===== config.mk =====
export PLATFORM = sky130hd
export DESIGN_NAME = store_buffer
export DESIGN_NICKNAME = d
export VERILOG_FILES = /design/src/hw/sb_cfg_pkg.sv /design/src/hw/sb_types_pkg.sv /design/src/hw/sb_pointers.sv /design/src/hw/sb_entry.sv /design/src/hw/sb_mem_port.sv /design/src/hw/store_buffer.sv
export SDC_FILE = /design/constraint.sdc
export NUM_CORES = 2
export LEC_CHECK = 0
export ABC_CLOCK_PERIOD_IN_PS = 18300
export BUFFER_PORTS_ARGS = -buffer_cell sky130_fd_sc_hd__clkbuf_2
export CORE_UTILIZATION = 45
export CTS_BUF_LIST = sky130_fd_sc_hd__clkbuf_4
export DETAILED_ROUTE_END_ITERATION = 7
export PLACE_DENSITY_LB_ADDON = 0.12
export SLEW_MARGIN = 10
export SYNTH_ARGS = -nofsm -noshare
export SYNTH_HDL_FRONTEND = slang
export SYNTH_SLANG_ARGS = --single-unit

===== constraint.sdc =====
create_clock -name clk_i -period 18.3 [get_ports clk_i]
set_input_delay 0.915 -clock clk_i [delete_from_list [all_inputs] [get_ports clk_i]]
set_output_delay 0.915 -clock clk_i [all_outputs]
set_load 0.03 [all_outputs]

===== src/hw/sb_cfg_pkg.sv =====
/*
 * Store buffer configuration
 * Sizing constants and the base vector types of the datapath
 */
`default_nettype none

package sb_cfg_pkg;

  // ----------------------------------------------------------
  // Buffer and datapath sizes
  // ----------------------------------------------------------
  localparam int unsigned SB_DEPTH  = 4;                 // Four entries
  localparam int unsigned SB_IDX_W  = $clog2(SB_DEPTH);
  localparam int unsigned XLEN      = 64;
  localparam int unsigned ROB_IDX_W = 4;
  localparam int unsigned BE_W      = XLEN / 8;          // One enable per byte lane

  // ----------------------------------------------------------
  // Vector types
  // ----------------------------------------------------------
  typedef logic [SB_IDX_W-1:0]  sb_idx_t;   // Entry index, doubles as memory tag
  typedef logic [XLEN-1:0]      xlen_t;
  typedef logic [ROB_IDX_W-1:0] rob_idx_t;

  // Memory byte enable
  typedef logic [BE_W-1:0] be_t;

endpackage

`default_nettype wire


===== src/hw/sb_types_pkg.sv =====
/*
 * Store buffer types
 * Width and state encodings, plus the structs passed between blocks
 */
`default_nettype none

package sb_types_pkg;

  // Load/store access width
  typedef enum logic [2:0] {
    LS_BYTE,
    LS_BYTE_U,
    LS_HALFWORD,
    LS_HALFWORD_U,
    LS_WORD,
    LS_WORD_U,
    LS_DOUBLEWORD
  } ls_width_t;

  // Per-entry FSM
  typedef enum logic [3:0] {
    SB_EMPTY,
    SB_RS12_PENDING,   // Waiting for both operands
    SB_RS1_PENDING,
    SB_RS2_PENDING,
    SB_ADDR_REQ,
    SB_ADDR_WAIT,
    SB_WAIT_COMMIT,
    SB_MEM_REQ,
    SB_MEM_WAIT,
    SB_COMPLETED
  } sb_state_t;

  // Operand from issue, value valid only when ready is set
  typedef struct packed {
    logic                 ready;
    sb_cfg_pkg::rob_idx_t rob_idx;
    sb_cfg_pkg::xlen_t    value;
  } op_data_t;

  typedef struct packed {
    sb_cfg_pkg::rob_idx_t rob_idx;
    sb_cfg_pkg::xlen_t    res_value;
  } cdb_data_t;

  typedef struct packed {
    sb_cfg_pkg::sb_idx_t tag;
    sb_cfg_pkg::xlen_t   base;
    sb_cfg_pkg::xlen_t   offs;
    ls_width_t           width;
  } adder_req_t;

  typedef struct packed {
    sb_cfg_pkg::sb_idx_t tag;
    sb_cfg_pkg::xlen_t   result;
  } adder_ans_t;

  // Contents of one buffer entry
  typedef struct packed {
    ls_width_t            width;
    sb_cfg_pkg::rob_idx_t rs1_rob_idx;
    sb_cfg_pkg::xlen_t    rs1_value;
    sb_cfg_pkg::rob_idx_t rs2_rob_idx;
    sb_cfg_pkg::xlen_t    rs2_value;
    sb_cfg_pkg::rob_idx_t dest_rob_idx;
    sb_cfg_pkg::xlen_t    imm_addr;      // Offset first, address once the adder answers
  } sb_data_t;

endpackage

`default_nettype wire


===== src/hw/sb_pointers.sv =====
/*
 * Store buffer pointers
 * Five wrapping queue indices, each stepped by its own strobe
 */
`default_nettype none

module sb_pointers (
  input  wire logic          clk_i,
  input  wire logic          rst_ni,
  input  wire logic          flush_i,

  input  wire logic          push_i,
  input  wire logic          pop_i,
  input  wire logic          addr_issued_i,
  input  wire logic          clear_i,
  input  wire logic          mem_issued_i,

  output sb_cfg_pkg::sb_idx_t head_o,    // Oldest store, next to retire
  output sb_cfg_pkg::sb_idx_t tail_o,    // Next free slot
  output sb_cfg_pkg::sb_idx_t addr_o,    // Next store needing an address
  output sb_cfg_pkg::sb_idx_t clear_o,   // Next store awaiting commit
  output sb_cfg_pkg::sb_idx_t mem_o      // Next store to write memory
);

  import sb_cfg_pkg::*;

  sb_idx_t head_q, tail_q, addr_q, clear_q, mem_q;

  // Step modulo the buffer depth
  function automatic sb_idx_t ptr_inc(sb_idx_t ptr);
    if (ptr == sb_idx_t'(SB_DEPTH - 1)) begin
      return '0;
    end
    return ptr + 1'b1;
  endfunction

  always_ff @(posedge clk_i or negedge rst_ni) begin : p_ptrs
    if (!rst_ni) begin
      head_q  <= '0;
      tail_q  <= '0;
      addr_q  <= '0;
      clear_q <= '0;
      mem_q   <= '0;
    end else if (flush_i) begin
      head_q  <= '0;
      tail_q  <= '0;
      addr_q  <= '0;
      clear_q <= '0;
      mem_q   <= '0;
    end else begin
      if (pop_i)         head_q  <= ptr_inc(head_q);
      if (push_i)        tail_q  <= ptr_inc(tail_q);
      if (addr_issued_i) addr_q  <= ptr_inc(addr_q);
      if (clear_i)       clear_q <= ptr_inc(clear_q);
      if (mem_issued_i)  mem_q   <= ptr_inc(mem_q);
    end
  end

  assign head_o  = head_q;
  assign tail_o  = tail_q;
  assign addr_o  = addr_q;
  assign clear_o = clear_q;
  assign mem_o   = mem_q;

endmodule

`default_nettype wire


===== src/hw/sb_entry.sv =====
/*
 * Store buffer entry
 * Tracks one store from issue to retirement and holds its operands
 */
`default_nettype none

module sb_entry (
  input  wire logic                    clk_i,
  input  wire logic                    rst_ni,
  input  wire logic                    flush_i,

  // Issue, already qualified by the tail index
  input  wire logic                    push_i,
  input  wire sb_types_pkg::op_data_t  issue_rs1_i,
  input  wire sb_types_pkg::op_data_t  issue_rs2_i,
  input  wire sb_cfg_pkg::xlen_t       issue_imm_i,
  input  wire sb_types_pkg::ls_width_t issue_width_i,
  input  wire sb_cfg_pkg::rob_idx_t    issue_rob_idx_i,

  // CDB snoop
  input  wire logic                    cdb_valid_i,
  input  wire sb_types_pkg::cdb_data_t cdb_data_i,

  // Address adder
  input  wire logic                    addr_issued_i,
  input  wire logic                    addr_done_i,
  input  wire sb_cfg_pkg::xlen_t       addr_i,

  // Commit, memory and retire
  input  wire logic                    clear_i,
  input  wire logic                    mem_issued_i,
  input  wire logic                    mem_done_i,
  input  wire logic                    pop_i,

  output sb_types_pkg::sb_state_t      state_o,
  output sb_types_pkg::sb_data_t       data_o
);

  import sb_types_pkg::*;

  sb_state_t state_q, state_d;
  sb_data_t  data_q;
  logic      rs1_wait, rs2_wait;
  logic      cap_rs1, cap_rs2;

  assign rs1_wait = (state_q == SB_RS12_PENDING) || (state_q == SB_RS1_PENDING);
  assign rs2_wait = (state_q == SB_RS12_PENDING) || (state_q == SB_RS2_PENDING);

  // Grab a broadcast result whose tag matches a missing operand
  assign cap_rs1 = cdb_valid_i & rs1_wait & (cdb_data_i.rob_idx == data_q.rs1_rob_idx);
  assign cap_rs2 = cdb_valid_i & rs2_wait & (cdb_data_i.rob_idx == data_q.rs2_rob_idx);

  // ----------------------------------------------------------
  // Entry FSM
  // ----------------------------------------------------------
  always_comb begin : p_next_state
    state_d = state_q;
    unique case (state_q)
      SB_EMPTY: begin
        if (push_i) begin
          unique case ({issue_rs1_i.ready, issue_rs2_i.ready})
            2'b11:   state_d = SB_ADDR_REQ;
            2'b01:   state_d = SB_RS1_PENDING;
            2'b10:   state_d = SB_RS2_PENDING;
            default: state_d = SB_RS12_PENDING;
          endcase
        end
      end
      SB_RS12_PENDING: begin
        if (cap_rs1 && cap_rs2) begin
          state_d = SB_ADDR_REQ;     // Same producer for both
        end else if (cap_rs1) begin
          state_d = SB_RS2_PENDING;
        end else if (cap_rs2) begin
          state_d = SB_RS1_PENDING;
        end
      end
      SB_RS1_PENDING: begin
        if (cap_rs1) state_d = SB_ADDR_REQ;
      end
      SB_RS2_PENDING: begin
        if (cap_rs2) state_d = SB_ADDR_REQ;
      end
      SB_ADDR_REQ, SB_ADDR_WAIT: begin
        if (addr_done_i) begin
          // Commit may clear the store in the same cycle the address lands
          state_d = clear_i ? SB_MEM_REQ : SB_WAIT_COMMIT;
        end else if (state_q == SB_ADDR_REQ && addr_issued_i) begin
          state_d = SB_ADDR_WAIT;
        end
      end
      SB_WAIT_COMMIT: begin
        if (clear_i) state_d = SB_MEM_REQ;
      end
      SB_MEM_REQ, SB_MEM_WAIT: begin
        if (mem_done_i) begin
          state_d = SB_COMPLETED;
        end else if (state_q == SB_MEM_REQ && mem_issued_i) begin
          state_d = SB_MEM_WAIT;
        end
      end
      SB_COMPLETED: begin
        if (pop_i) state_d = SB_EMPTY;
      end
      default: state_d = SB_EMPTY;   // Unused codes fall back to empty
    endcase
  end

  always_ff @(posedge clk_i or negedge rst_ni) begin : p_state
    if (!rst_ni) begin
      state_q <= SB_EMPTY;
    end else if (flush_i) begin
      state_q <= SB_EMPTY;
    end else begin
      state_q <= state_d;
    end
  end

  // ----------------------------------------------------------
  // Payload
  // ----------------------------------------------------------
  always_ff @(posedge clk_i) begin : p_data
    if (push_i) begin
      data_q.width        <= issue_width_i;
      data_q.rs1_rob_idx  <= issue_rs1_i.rob_idx;
      data_q.rs1_value    <= issue_rs1_i.value;
      data_q.rs2_rob_idx  <= issue_rs2_i.rob_idx;
      data_q.rs2_value    <= issue_rs2_i.value;
      data_q.dest_rob_idx <= issue_rob_idx_i;
      data_q.imm_addr     <= issue_imm_i;
    end else begin
      if (cap_rs1) data_q.rs1_value <= cdb_data_i.res_value;
      if (cap_rs2) data_q.rs2_value <= cdb_data_i.res_value;
      if (addr_done_i) data_q.imm_addr <= addr_i;   // Offset replaced by address
    end
  end

  assign state_o = state_q;
  assign data_o  = data_q;

endmodule

`default_nettype wire


===== src/hw/sb_mem_port.sv =====
/*
 * Store buffer memory port
 * Builds the write request and byte enable for the selected entry
 */
`default_nettype none

module sb_mem_port (
  input  wire sb_types_pkg::sb_data_t  entry_i,
  input  wire sb_types_pkg::sb_state_t state_i,

  output logic                         mem_valid_o,
  output sb_cfg_pkg::xlen_t            mem_addr_o,
  output sb_cfg_pkg::xlen_t            mem_wdata_o,
  output sb_cfg_pkg::be_t              mem_be_o
);

  import sb_types_pkg::*;

  // Request only once the store is committed
  assign mem_valid_o = (state_i == SB_MEM_REQ);
  assign mem_addr_o  = entry_i.imm_addr;
  assign mem_wdata_o = entry_i.rs2_value;

  // ----------------------------------------------------------
  // Byte enable from access width
  // ----------------------------------------------------------
  always_comb begin : p_byte_en
    unique case (entry_i.width)
      LS_BYTE, LS_BYTE_U: begin
        mem_be_o = 8'b0000_0001;
      end
      LS_HALFWORD, LS_HALFWORD_U: begin
        mem_be_o = 8'b0000_0011;
      end
      LS_WORD, LS_WORD_U: begin
        mem_be_o = 8'b0000_1111;
      end
      LS_DOUBLEWORD: begin
        mem_be_o = 8'b1111_1111;
      end
      default: begin
        mem_be_o = 8'b0000_0000;   // Illegal width writes nothing
      end
    endcase
  end

endmodule

`default_nettype wire


===== src/hw/store_buffer.sv =====
/*
 * Store buffer
 * In-order queue of stores between issue, address adder, commit and memory
 */
`default_nettype none

module store_buffer (
  input  wire logic                     clk_i,
  input  wire logic                     rst_ni,
  input  wire logic                     flush_i,

  // Issue stage
  input  wire logic                     issue_valid_i,
  output logic                          issue_ready_o,
  input  wire sb_types_pkg::op_data_t   issue_rs1_i,       // Base address
  input  wire sb_types_pkg::op_data_t   issue_rs2_i,       // Data to store
  input  wire sb_cfg_pkg::xlen_t        issue_imm_i,       // Address offset
  input  wire sb_types_pkg::ls_width_t  issue_width_i,
  input  wire sb_cfg_pkg::rob_idx_t     issue_rob_idx_i,

  // Common data bus
  input  wire logic                     cdb_valid_i,
  input  wire sb_types_pkg::cdb_data_t  cdb_data_i,
  output logic                          cdb_valid_o,
  input  wire logic                     cdb_ready_i,
  output sb_types_pkg::cdb_data_t       cdb_data_o,

  // Address adder
  output logic                          adder_valid_o,
  input  wire logic                     adder_ready_i,
  output sb_types_pkg::adder_req_t      adder_req_o,
  input  wire logic                     adder_valid_i,
  input  wire sb_types_pkg::adder_ans_t adder_ans_i,

  // Commit stage
  input  wire logic                     comm_clear_i,
  output sb_cfg_pkg::rob_idx_t          comm_rob_idx_o,

  // Memory
  output logic                          mem_valid_o,
  input  wire logic                     mem_ready_i,
  output sb_cfg_pkg::xlen_t             mem_addr_o,
  output sb_cfg_pkg::xlen_t             mem_wdata_o,
  output sb_cfg_pkg::be_t               mem_be_o,
  output sb_cfg_pkg::sb_idx_t           mem_tag_o,
  input  wire logic                     mem_valid_i,
  input  wire sb_cfg_pkg::sb_idx_t      mem_tag_i
);

  import sb_cfg_pkg::*;
  import sb_types_pkg::*;

  sb_idx_t   head_idx, tail_idx, addr_idx, clear_idx, mem_idx;
  sb_state_t state [SB_DEPTH];
  sb_data_t  data  [SB_DEPTH];
  logic      push, pop, addr_issued, clear, mem_issued;
  logic      clear_on_addr;   // Entry under clear check gets its address now

  // ----------------------------------------------------------
  // Handshake strobes
  // ----------------------------------------------------------
  assign push          = issue_valid_i & issue_ready_o;
  assign pop           = cdb_valid_o & cdb_ready_i;
  assign addr_issued   = adder_valid_o & adder_ready_i;
  assign mem_issued    = mem_valid_o & mem_ready_i;
  assign clear_on_addr = adder_valid_i & (adder_ans_i.tag == clear_idx);
  assign clear = comm_clear_i & ((state[clear_idx] == SB_WAIT_COMMIT) | clear_on_addr);

  sb_pointers u_pointers (
    .clk_i        (clk_i),
    .rst_ni       (rst_ni),
    .flush_i      (flush_i),
    .push_i       (push),
    .pop_i        (pop),
    .addr_issued_i(addr_issued),
    .clear_i      (clear),
    .mem_issued_i (mem_issued),
    .head_o       (head_idx),
    .tail_o       (tail_idx),
    .addr_o       (addr_idx),
    .clear_o      (clear_idx),
    .mem_o        (mem_idx)
  );

  // Each strobe reaches only the entry its pointer or tag names
  for (genvar i = 0; i < SB_DEPTH; i++) begin : gen_entry
    sb_entry u_entry (
      .clk_i          (clk_i),
      .rst_ni         (rst_ni),
      .flush_i        (flush_i),
      .push_i         (push & (tail_idx == sb_idx_t'(i))),
      .issue_rs1_i    (issue_rs1_i),
      .issue_rs2_i    (issue_rs2_i),
      .issue_imm_i    (issue_imm_i),
      .issue_width_i  (issue_width_i),
      .issue_rob_idx_i(issue_rob_idx_i),
      .cdb_valid_i    (cdb_valid_i),
      .cdb_data_i     (cdb_data_i),
      .addr_issued_i  (addr_issued & (addr_idx == sb_idx_t'(i))),
      .addr_done_i    (adder_valid_i & (adder_ans_i.tag == sb_idx_t'(i))),
      .addr_i         (adder_ans_i.result),
      .clear_i        (clear & (clear_idx == sb_idx_t'(i))),
      .mem_issued_i   (mem_issued & (mem_idx == sb_idx_t'(i))),
      .mem_done_i     (mem_valid_i & (mem_tag_i == sb_idx_t'(i))),
      .pop_i          (pop & (head_idx == sb_idx_t'(i))),
      .state_o        (state[i]),
      .data_o         (data[i])
    );
  end

  // ----------------------------------------------------------
  // Outputs
  // ----------------------------------------------------------
  assign issue_ready_o  = (state[tail_idx] == SB_EMPTY);
  assign comm_rob_idx_o = data[clear_idx].dest_rob_idx;

  // Retire with the store address in the result field
  assign cdb_valid_o          = (state[head_idx] == SB_COMPLETED);
  assign cdb_data_o.rob_idx   = data[head_idx].dest_rob_idx;
  assign cdb_data_o.res_value = data[head_idx].imm_addr;

  assign adder_valid_o     = (state[addr_idx] == SB_ADDR_REQ);
  assign adder_req_o.tag   = addr_idx;
  assign adder_req_o.base  = data[addr_idx].rs1_value;
  assign adder_req_o.offs  = data[addr_idx].imm_addr;
  assign adder_req_o.width = data[addr_idx].width;

  sb_mem_port u_mem_port (
    .entry_i    (data[mem_idx]),
    .state_i    (state[mem_idx]),
    .mem_valid_o(mem_valid_o),
    .mem_addr_o (mem_addr_o),
    .mem_wdata_o(mem_wdata_o),
    .mem_be_o   (mem_be_o)
  );

  assign mem_tag_o = mem_idx;   // Response comes back with the entry index

endmodule

`default_nettype wire


* After elaboration in Yosys (flattened, before gate mapping)
Index checks and enable logic that the tools add are counted. W data, S select, Z words.
Word-level totals: register bits after elaboration 854, memories kept 0, bits in writable memories 0, word-level logic and storage cells 427, latch bits 0, input bits 356, output and inout port bits 347, memory bits (read-only) 0
Operators by class: reduce and logical (&&, ||, !) cells 65, multiply operators 0, order comparisons 5, mux-type cells 148, $add $sub $neg 5, divide/modulo/power cells 0, equal/unequal tests 111, shift operators 0, bitwise operators 56
Operator list (number):
- $bmux W207 S2 | 4
- $mux W64 | 24
- $mux W207 | 4
- $mux W68 | 4
- $mux W4 | 62
- $pmux W4 S8 | 4
- $eq A4 B3 Y1 const B | 19
- $ne A3 B2 Y1 const B | 20
- $and A1 B1 Y1 | 50
- $bmux W4 S2 | 5
- $mux W2 | 20
- $eq A4 B4 Y1 const B | 9
- $reduce_bool A2 Y1 | 17
- $eq A2 B2 Y1 const B | 16
- $eq A4 B2 Y1 const B | 8
- $eq A4 B4 Y1 | 8
- $ne A4 B2 Y1 const B | 8
- $pmux W8 S4 | 1
- $reduce_and A8 Y1 | 4
- $reduce_or A2 Y1 | 11
- $logic_not A4 Y1 | 5
- $ne A5 B3 Y1 const B | 4
- $mux W1 | 19
- $eq A2 B1 Y1 const B | 8
- other kinds (14) | 56

* Longest topological paths before layout
depth in word-level cells 12, mapped depth 11, gate-level depth less buffers 9

* Hierarchy
A second synthesis with hierarchy kept.
Unflattened totals: cells, all modules 3575, area total of the unflattened synthesis 47974.8 µm²
By module, submodules not included:
- sb_entry | cells an instance 700, sequential area each 6316.1 µm², times used 4, area an instance 9023.7 µm²
- store_buffer | cells an instance 598, sequential area each 0.0 µm², times used 1, area an instance 10383.7 µm²
- sb_mem_port | cells an instance 138, sequential area each 0.0 µm², times used 1, area an instance 1033.5 µm²
- sb_pointers | cells an instance 39, sequential area each 250.2 µm², times used 1, area an instance 462.9 µm²

* Worst setup path after synthesis
Ideal clock, no wire load.
kind input -> register, start point input cdb_data_i[66] (netlist bit), end point register gen_entry[1].u_entry.data_q, in the netlist gen_entry[1].u_entry.data_o[100] (enable), path buffers 1, required time 17.726 ns, data arrival time 6.177 ns, library setup time 0.574 ns, cell stages on the path 5, slack 11.549 ns, cell sequence buf_2 > xor2_1 > nor3_1 > nand3_1 > o21ai_0
Between the ends: longest elaborated chain between the ends 3
Ends and longest elaborated chain:
- start: declaration | line store_buffer.sv:23 | input wire sb_types_pkg::cdb_data_t cdb_data_i,
- $eq A4 B4 Y1 | line sb_entry.sv:51 | assign cap_rs2 = cdb_valid_i & rs2_wait & (cdb_data_i.rob_idx == data_q.rs2_rob_idx);
- $and A1 B1 Y1 | line sb_entry.sv:51
- $reduce_bool A2 Y1 (no source line)
- end: declaration | line sb_entry.sv:42 | sb_data_t data_q;
No other way between the ends. A chain may end at the register's enable or synchronous reset.

* Worst setup path in the final report
start point register gen_entry[3].u_entry.state_q[1], end point register gen_entry[0].u_entry.data_q, in the netlist gen_entry[0].u_entry.data_o[189] (data pin)
Between the ends: longest elaborated chain between the ends 7
Ends and longest elaborated chain:
- start: declaration | line sb_entry.sv:41 | sb_state_t state_q, state_d;
- start signal: assignment | line sb_entry.sv:115 | state_q <= state_d;
- $bmux W4 S2 | line store_buffer.sv:114 | assign issue_ready_o = (state[tail_idx] == SB_EMPTY);
- $mux W4 (not written as such) (2 in series) | line store_buffer.sv:114
- $logic_not A4 Y1 | line store_buffer.sv:114
- $and A1 B1 Y1 | line store_buffer.sv:62 | assign push = issue_valid_i & issue_ready_o;
- $and A1 B1 Y1 | line store_buffer.sv:91 | .push_i (push & (tail_idx == sb_idx_t'(i))),
- $mux W64 | line sb_entry.sv:123 | if (push_i) begin
- end: declaration | line sb_entry.sv:42
No other way between the ends. The select of a mux whose other input is x is not followed.

==> flow_metrics.tcl <==
set metrics [dict create \
    antenna_found_initial 27 \
    h_tree_depth 4 \
    post-route-drc-count 0 \
    tritoncts "done" \
    crit_path_end_kind "register" \
    synth_cell_types 73 \
    detailedPlace.worstSlack_ps 13090 \
    synthesis.nets 4265 \
    post_route_cells_drive_above_1_share_pct 28.8 \
    timing.hold.worst.class "in -> reg" \
    r2r.worst_path.cells 10 \
    crit_slowest_cell "sky130_fd_sc_hd__buf_4" \
    fin_worst_skew_ps 87.0 \
    postSynth.topFlopCell "sky130_fd_sc_hd__edfxtp_1" \
    clk_path_buf_depth 3 \
    drtIter0Drc 3854 \
    grt_first_pass_wirelength_um 231000 \
    dieHeight_um 316 \
    postRouteAntennaNets 0 \
    max_cap_viol_count 0 \
    cpLargestDelayFamily "buffers and inverters" \
    hold_viol_final 0 \
    min_period_over_period_pct 32.3 \
    numCtsBuffers 226 \
    postSynthRegisterBits 854 \
    worst_pin_slew_ps 1110 \
    vias 36500 \
    timing.critical_path.cells "nor4_2 > nand3_1 > a41oi_4 > nand2_4 > inv_8 > buf_4 > buf_4 > nand2_1 > nand2_1 > dlygate4sd3_1" \
    worst_setup_hold_path_clk_slew_ps 70 \
    avg_cell_area_syn_um2 11.4 \
    placementRows 114 \
    worst_slew_margin_relative_to_its_limit_pct 26.0 \
    fmax_ghz 0.169 \
    floorplan.die_area_mm2 0.0998 \
    worst_ir_drop_vdd_mv 0.119 \
    postLayoutSetupSlackWorst_ps 12390 \
    worst_hold_path.num_cells 3 \
    post_cts_resize_count 0 \
    timing_max_transition_violations_final 0 \
    grt_setup_unrepaired "no" \
    chipWidth_um 316 \
    wl_um 159000 \
    firstDrtPassIters 6 \
    crit_fanout 85 \
    fin_setup_tns_ps 0 \
    worst-endpoint-arrival_ps 6910 \
    worst_ep_required_time_ps 19300 \
    post_synth_inst_count 3886 \
    postLayoutCoreUtil_pct 58.0 \
    design.final.nets 5413 \
    pwr_cell_area_mw_per_mm2 141 \
    cts_sinks 854 \
    avgViaCountPerCell 5.61 \
    cellLeakagePower_uw 0.0230 \
    grt.overflow.total 0 \
    synth-seq-area-share_pct 57.5 \
    worst_skew_pair.late_latency_ps 1150 \
    timing.critical_path.from_type "register" \
    placed_cells_incl_taps 5657 \
    initial_utilization_pct 45.7 \
    first_global_vias 36700 \
    ys_async_sr_fraction_pct 3.04 \
    yosysWarningCount 0 \
    numPortBuffers 702 \
    period_minus_slack_ps 5910 \
    pin_count_of_the_biggest_net_entering_global_routing 96 \
    globalplace.congestion 0.922 \
    critPathKind "reg -> reg" \
    timing.critical_path.buf_inv 4 \
    pin_count 703 \
    root_buffer "sky130_fd_sc_hd__clkbuf_4" \
    area_delta_synth_final_pct 27.0 \
    routedWlPerCell_um 24.4 \
    design.core.area_mm2 0.0971 \
    setup_violations 0 \
    critical_path.max_stage_delay_ps 900 \
    syn_area_mm2 0.0444 \
    final_cells 6507 \
    status "complete, no violations" \
    cp_num_cells 10 \
    grt_use_total_pct 31.6 \
    synth_enable_flop_cells 828 \
    hpwlAfterDp_um 96300 \
]
[kinds of logic (layout without fill, tap and decap cells)]
kind of cell,after synthesis,count (layout),synth area share (%)
AOI/OAI and AO/OA,99,99,1.57
xor gates and xnor gates,38,38,0.750
adders and majority gates,23,23,0.649
buffers and inverters,272,1595,2.39
DFF,854,854,57.5
muxes,342,342,17.2
other,0,22,0
and+or+nand+nor,2258,2258,20.0
[timing repair]
item | 4_1_cts | 5_1_grt
buffers inserted | 0 | 0
hold buffers | 425 | 0
hold endpoints to repair | 780 | 0
[flip-flops by register name (all words and copies together), names as in the netlist]
register / flops
gen_entry.u_entry.data_o: 828
gen_entry.u_entry.state_o: 16
u_pointers.addr_o: 2
u_pointers.clear_o: 2
u_pointers.head_o: 2
u_pointers.mem_o: 2
u_pointers.tail_o: 2
[power breakdown]
part	switching (µW)	internal, µW	total [µW]
clock network	830	942	1770
logic	2230	1020	3260
registers	182	2710	2890
[worst reg2reg max path: stages, from the launching register on]
cell	delay, ps
sky130_fd_sc_hd__dfrtp_1	560
sky130_fd_sc_hd__nor4_2	500
sky130_fd_sc_hd__nand3_1	220
sky130_fd_sc_hd__a41oi_4	560
sky130_fd_sc_hd__nand2_4	540
sky130_fd_sc_hd__inv_8	680
sky130_fd_sc_hd__buf_4	990
sky130_fd_sc_hd__buf_4	880
sky130_fd_sc_hd__nand2_1	180
sky130_fd_sc_hd__nand2_1	100
sky130_fd_sc_hd__dlygate4sd3_1	560
[synthesized netlist by cell type (3+ instances only)]
cell                        count  area [µm²]
sky130_fd_sc_hd__a21oi_1       25         125
sky130_fd_sc_hd__nor4_1         5        31.3
sky130_fd_sc_hd__mux4_2       335        7540
sky130_fd_sc_hd__mux2i_1        5        50.1
sky130_fd_sc_hd__a22oi_1        3        22.5
sky130_fd_sc_hd__xnor2_1       16         140
sky130_fd_sc_hd__nand3_1       17        85.1
sky130_fd_sc_hd__a311oi_1       4        35.0
sky130_fd_sc_hd__buf_1         38         143
sky130_fd_sc_hd__a211oi_1       3        22.5
sky130_fd_sc_hd__nor2b_1        8        50.1
sky130_fd_sc_hd__buf_4          5        37.5
sky130_fd_sc_hd__nand4bb_1      3        33.8
sky130_fd_sc_hd__nor2_1        41         154
sky130_fd_sc_hd__nor3_1        11        55.1
sky130_fd_sc_hd__and4b_1        5        50.1
sky130_fd_sc_hd__dfrtp_1       26         651
sky130_fd_sc_hd__edfxtp_1     828       24900
sky130_fd_sc_hd__or3b_2         3        26.3
sky130_fd_sc_hd__ha_1          23         288
sky130_fd_sc_hd__a31oi_1       13        81.3
sky130_fd_sc_hd__or3_1          4        25.0
sky130_fd_sc_hd__nand2_1     2096        7870
sky130_fd_sc_hd__buf_2         14        70.1
sky130_fd_sc_hd__inv_1         23        86.3
sky130_fd_sc_hd__and2_1         5        31.3
sky130_fd_sc_hd__or2_2          4        25.0
sky130_fd_sc_hd__nor4bb_1       7        70.1
sky130_fd_sc_hd__o22ai_1        4        25.0
sky130_fd_sc_hd__o21ai_0       14        70.1
sky130_fd_sc_hd__nor3b_1        6        45.0
sky130_fd_sc_hd__nand2b_1       5        31.3
sky130_fd_sc_hd__clkbuf_1     188         706
sky130_fd_sc_hd__and3_1         7        43.8
sky130_fd_sc_hd__o211ai_1       3        22.5
sky130_fd_sc_hd__xor2_1        22         193
sky130_fd_sc_hd__nand4_1       13        81.3
sky130_fd_sc_hd__nand3b_1       5        37.5
[cell usage in the layout, fill, tap and decap left out, types with 6 or more instances in the layout]
| master | Yosys | final |
|---|---|---|
| sky130_fd_sc_hd__dlygate4sd3_1 | 0 | 425 |
| sky130_fd_sc_hd__inv_1 | 23 | 20 |
| sky130_fd_sc_hd__nor2b_1 | 8 | 8 |
| sky130_fd_sc_hd__buf_4 | 5 | 39 |
| sky130_fd_sc_hd__nand2_1 | 2096 | 2084 |
| sky130_fd_sc_hd__nand2_4 | 0 | 12 |
| sky130_fd_sc_hd__and3_1 | 7 | 7 |
| sky130_fd_sc_hd__clkbuf_4 | 0 | 366 |
| sky130_fd_sc_hd__a21oi_1 | 25 | 25 |
| sky130_fd_sc_hd__diode_2 | 0 | 22 |
| sky130_fd_sc_hd__xor2_1 | 22 | 22 |
| sky130_fd_sc_hd__mux4_2 | 335 | 335 |
| sky130_fd_sc_hd__nor2_1 | 41 | 41 |
| sky130_fd_sc_hd__clkinv_1 | 2 | 22 |
| sky130_fd_sc_hd__clkbuf_2 | 2 | 702 |
| sky130_fd_sc_hd__ha_1 | 23 | 23 |
| sky130_fd_sc_hd__dfrtp_1 | 26 | 20 |
| sky130_fd_sc_hd__xnor2_1 | 16 | 16 |
| sky130_fd_sc_hd__o21ai_0 | 14 | 13 |
| sky130_fd_sc_hd__nor3_1 | 11 | 11 |
| sky130_fd_sc_hd__dfrtp_4 | 0 | 6 |
| sky130_fd_sc_hd__edfxtp_1 | 828 | 828 |
| sky130_fd_sc_hd__nor4bb_1 | 7 | 7 |
| sky130_fd_sc_hd__nor3b_1 | 6 | 6 |
| sky130_fd_sc_hd__nand3_1 | 17 | 17 |
| sky130_fd_sc_hd__nand4_1 | 13 | 13 |
| sky130_fd_sc_hd__a31oi_1 | 13 | 13 |
[layout make-up]
type,count,area (µm²)
multi-input combinational,2760,17900
clock inverter,37,290
clock buffer,366,2750
timing repair buffer,1167,8080
tap,1276,1600
fill,8249,40800
antenna,22,55.1
sequential,854,25500
inverter,25,124
[through the flow]
step	area, µm²	hold slack (ps)	power [µW]
global route	56300	62.5	8260
CTS	56300	0.642	7920
detailed placement	49000	691	6010
floorplan	44400	588	4900
finish	56300	150	7920
global placement	49000	678	5980
[layer usage]
layer  vias to the layer above  global-route usage (%)  share of wire (%)
met5                         -                       0              0.069
met4                        18                    13.8                3.8
met2                      2105                    52.3                 49
met3                       385                    8.17                 10
li1                      16200                       -                  -
met1                     17800                    39.1                 37
[path summary, 6_finish.rpt]
kind                                                        startpoint                                    endpoint  slack (ps)
hold reg to reg                       u_pointers.tail_o[0]$_DFFE_PN0P_            u_pointers.tail_o[0]$_DFFE_PN0P_         710
max in group asynchronous                                       rst_ni            u_pointers.addr_o[0]$_DFFE_PN0P_       17270
hold / removal                                         adder_ans_i[63]   gen_entry[3].u_entry.data_o[63]$_DFFE_PP_         150
min in group asynchronous                                       rst_ni            u_pointers.head_o[0]$_DFFE_PN0P_         420
setup / recovery           gen_entry[3].u_entry.state_o[1]$_DFFE_PN0P_  gen_entry[0].u_entry.data_o[189]$_DFFE_PP_       12390
setup reg to reg           gen_entry[3].u_entry.state_o[1]$_DFFE_PN0P_  gen_entry[0].u_entry.data_o[189]$_DFFE_PP_       12390
Power figures use the tool's default switching activity.
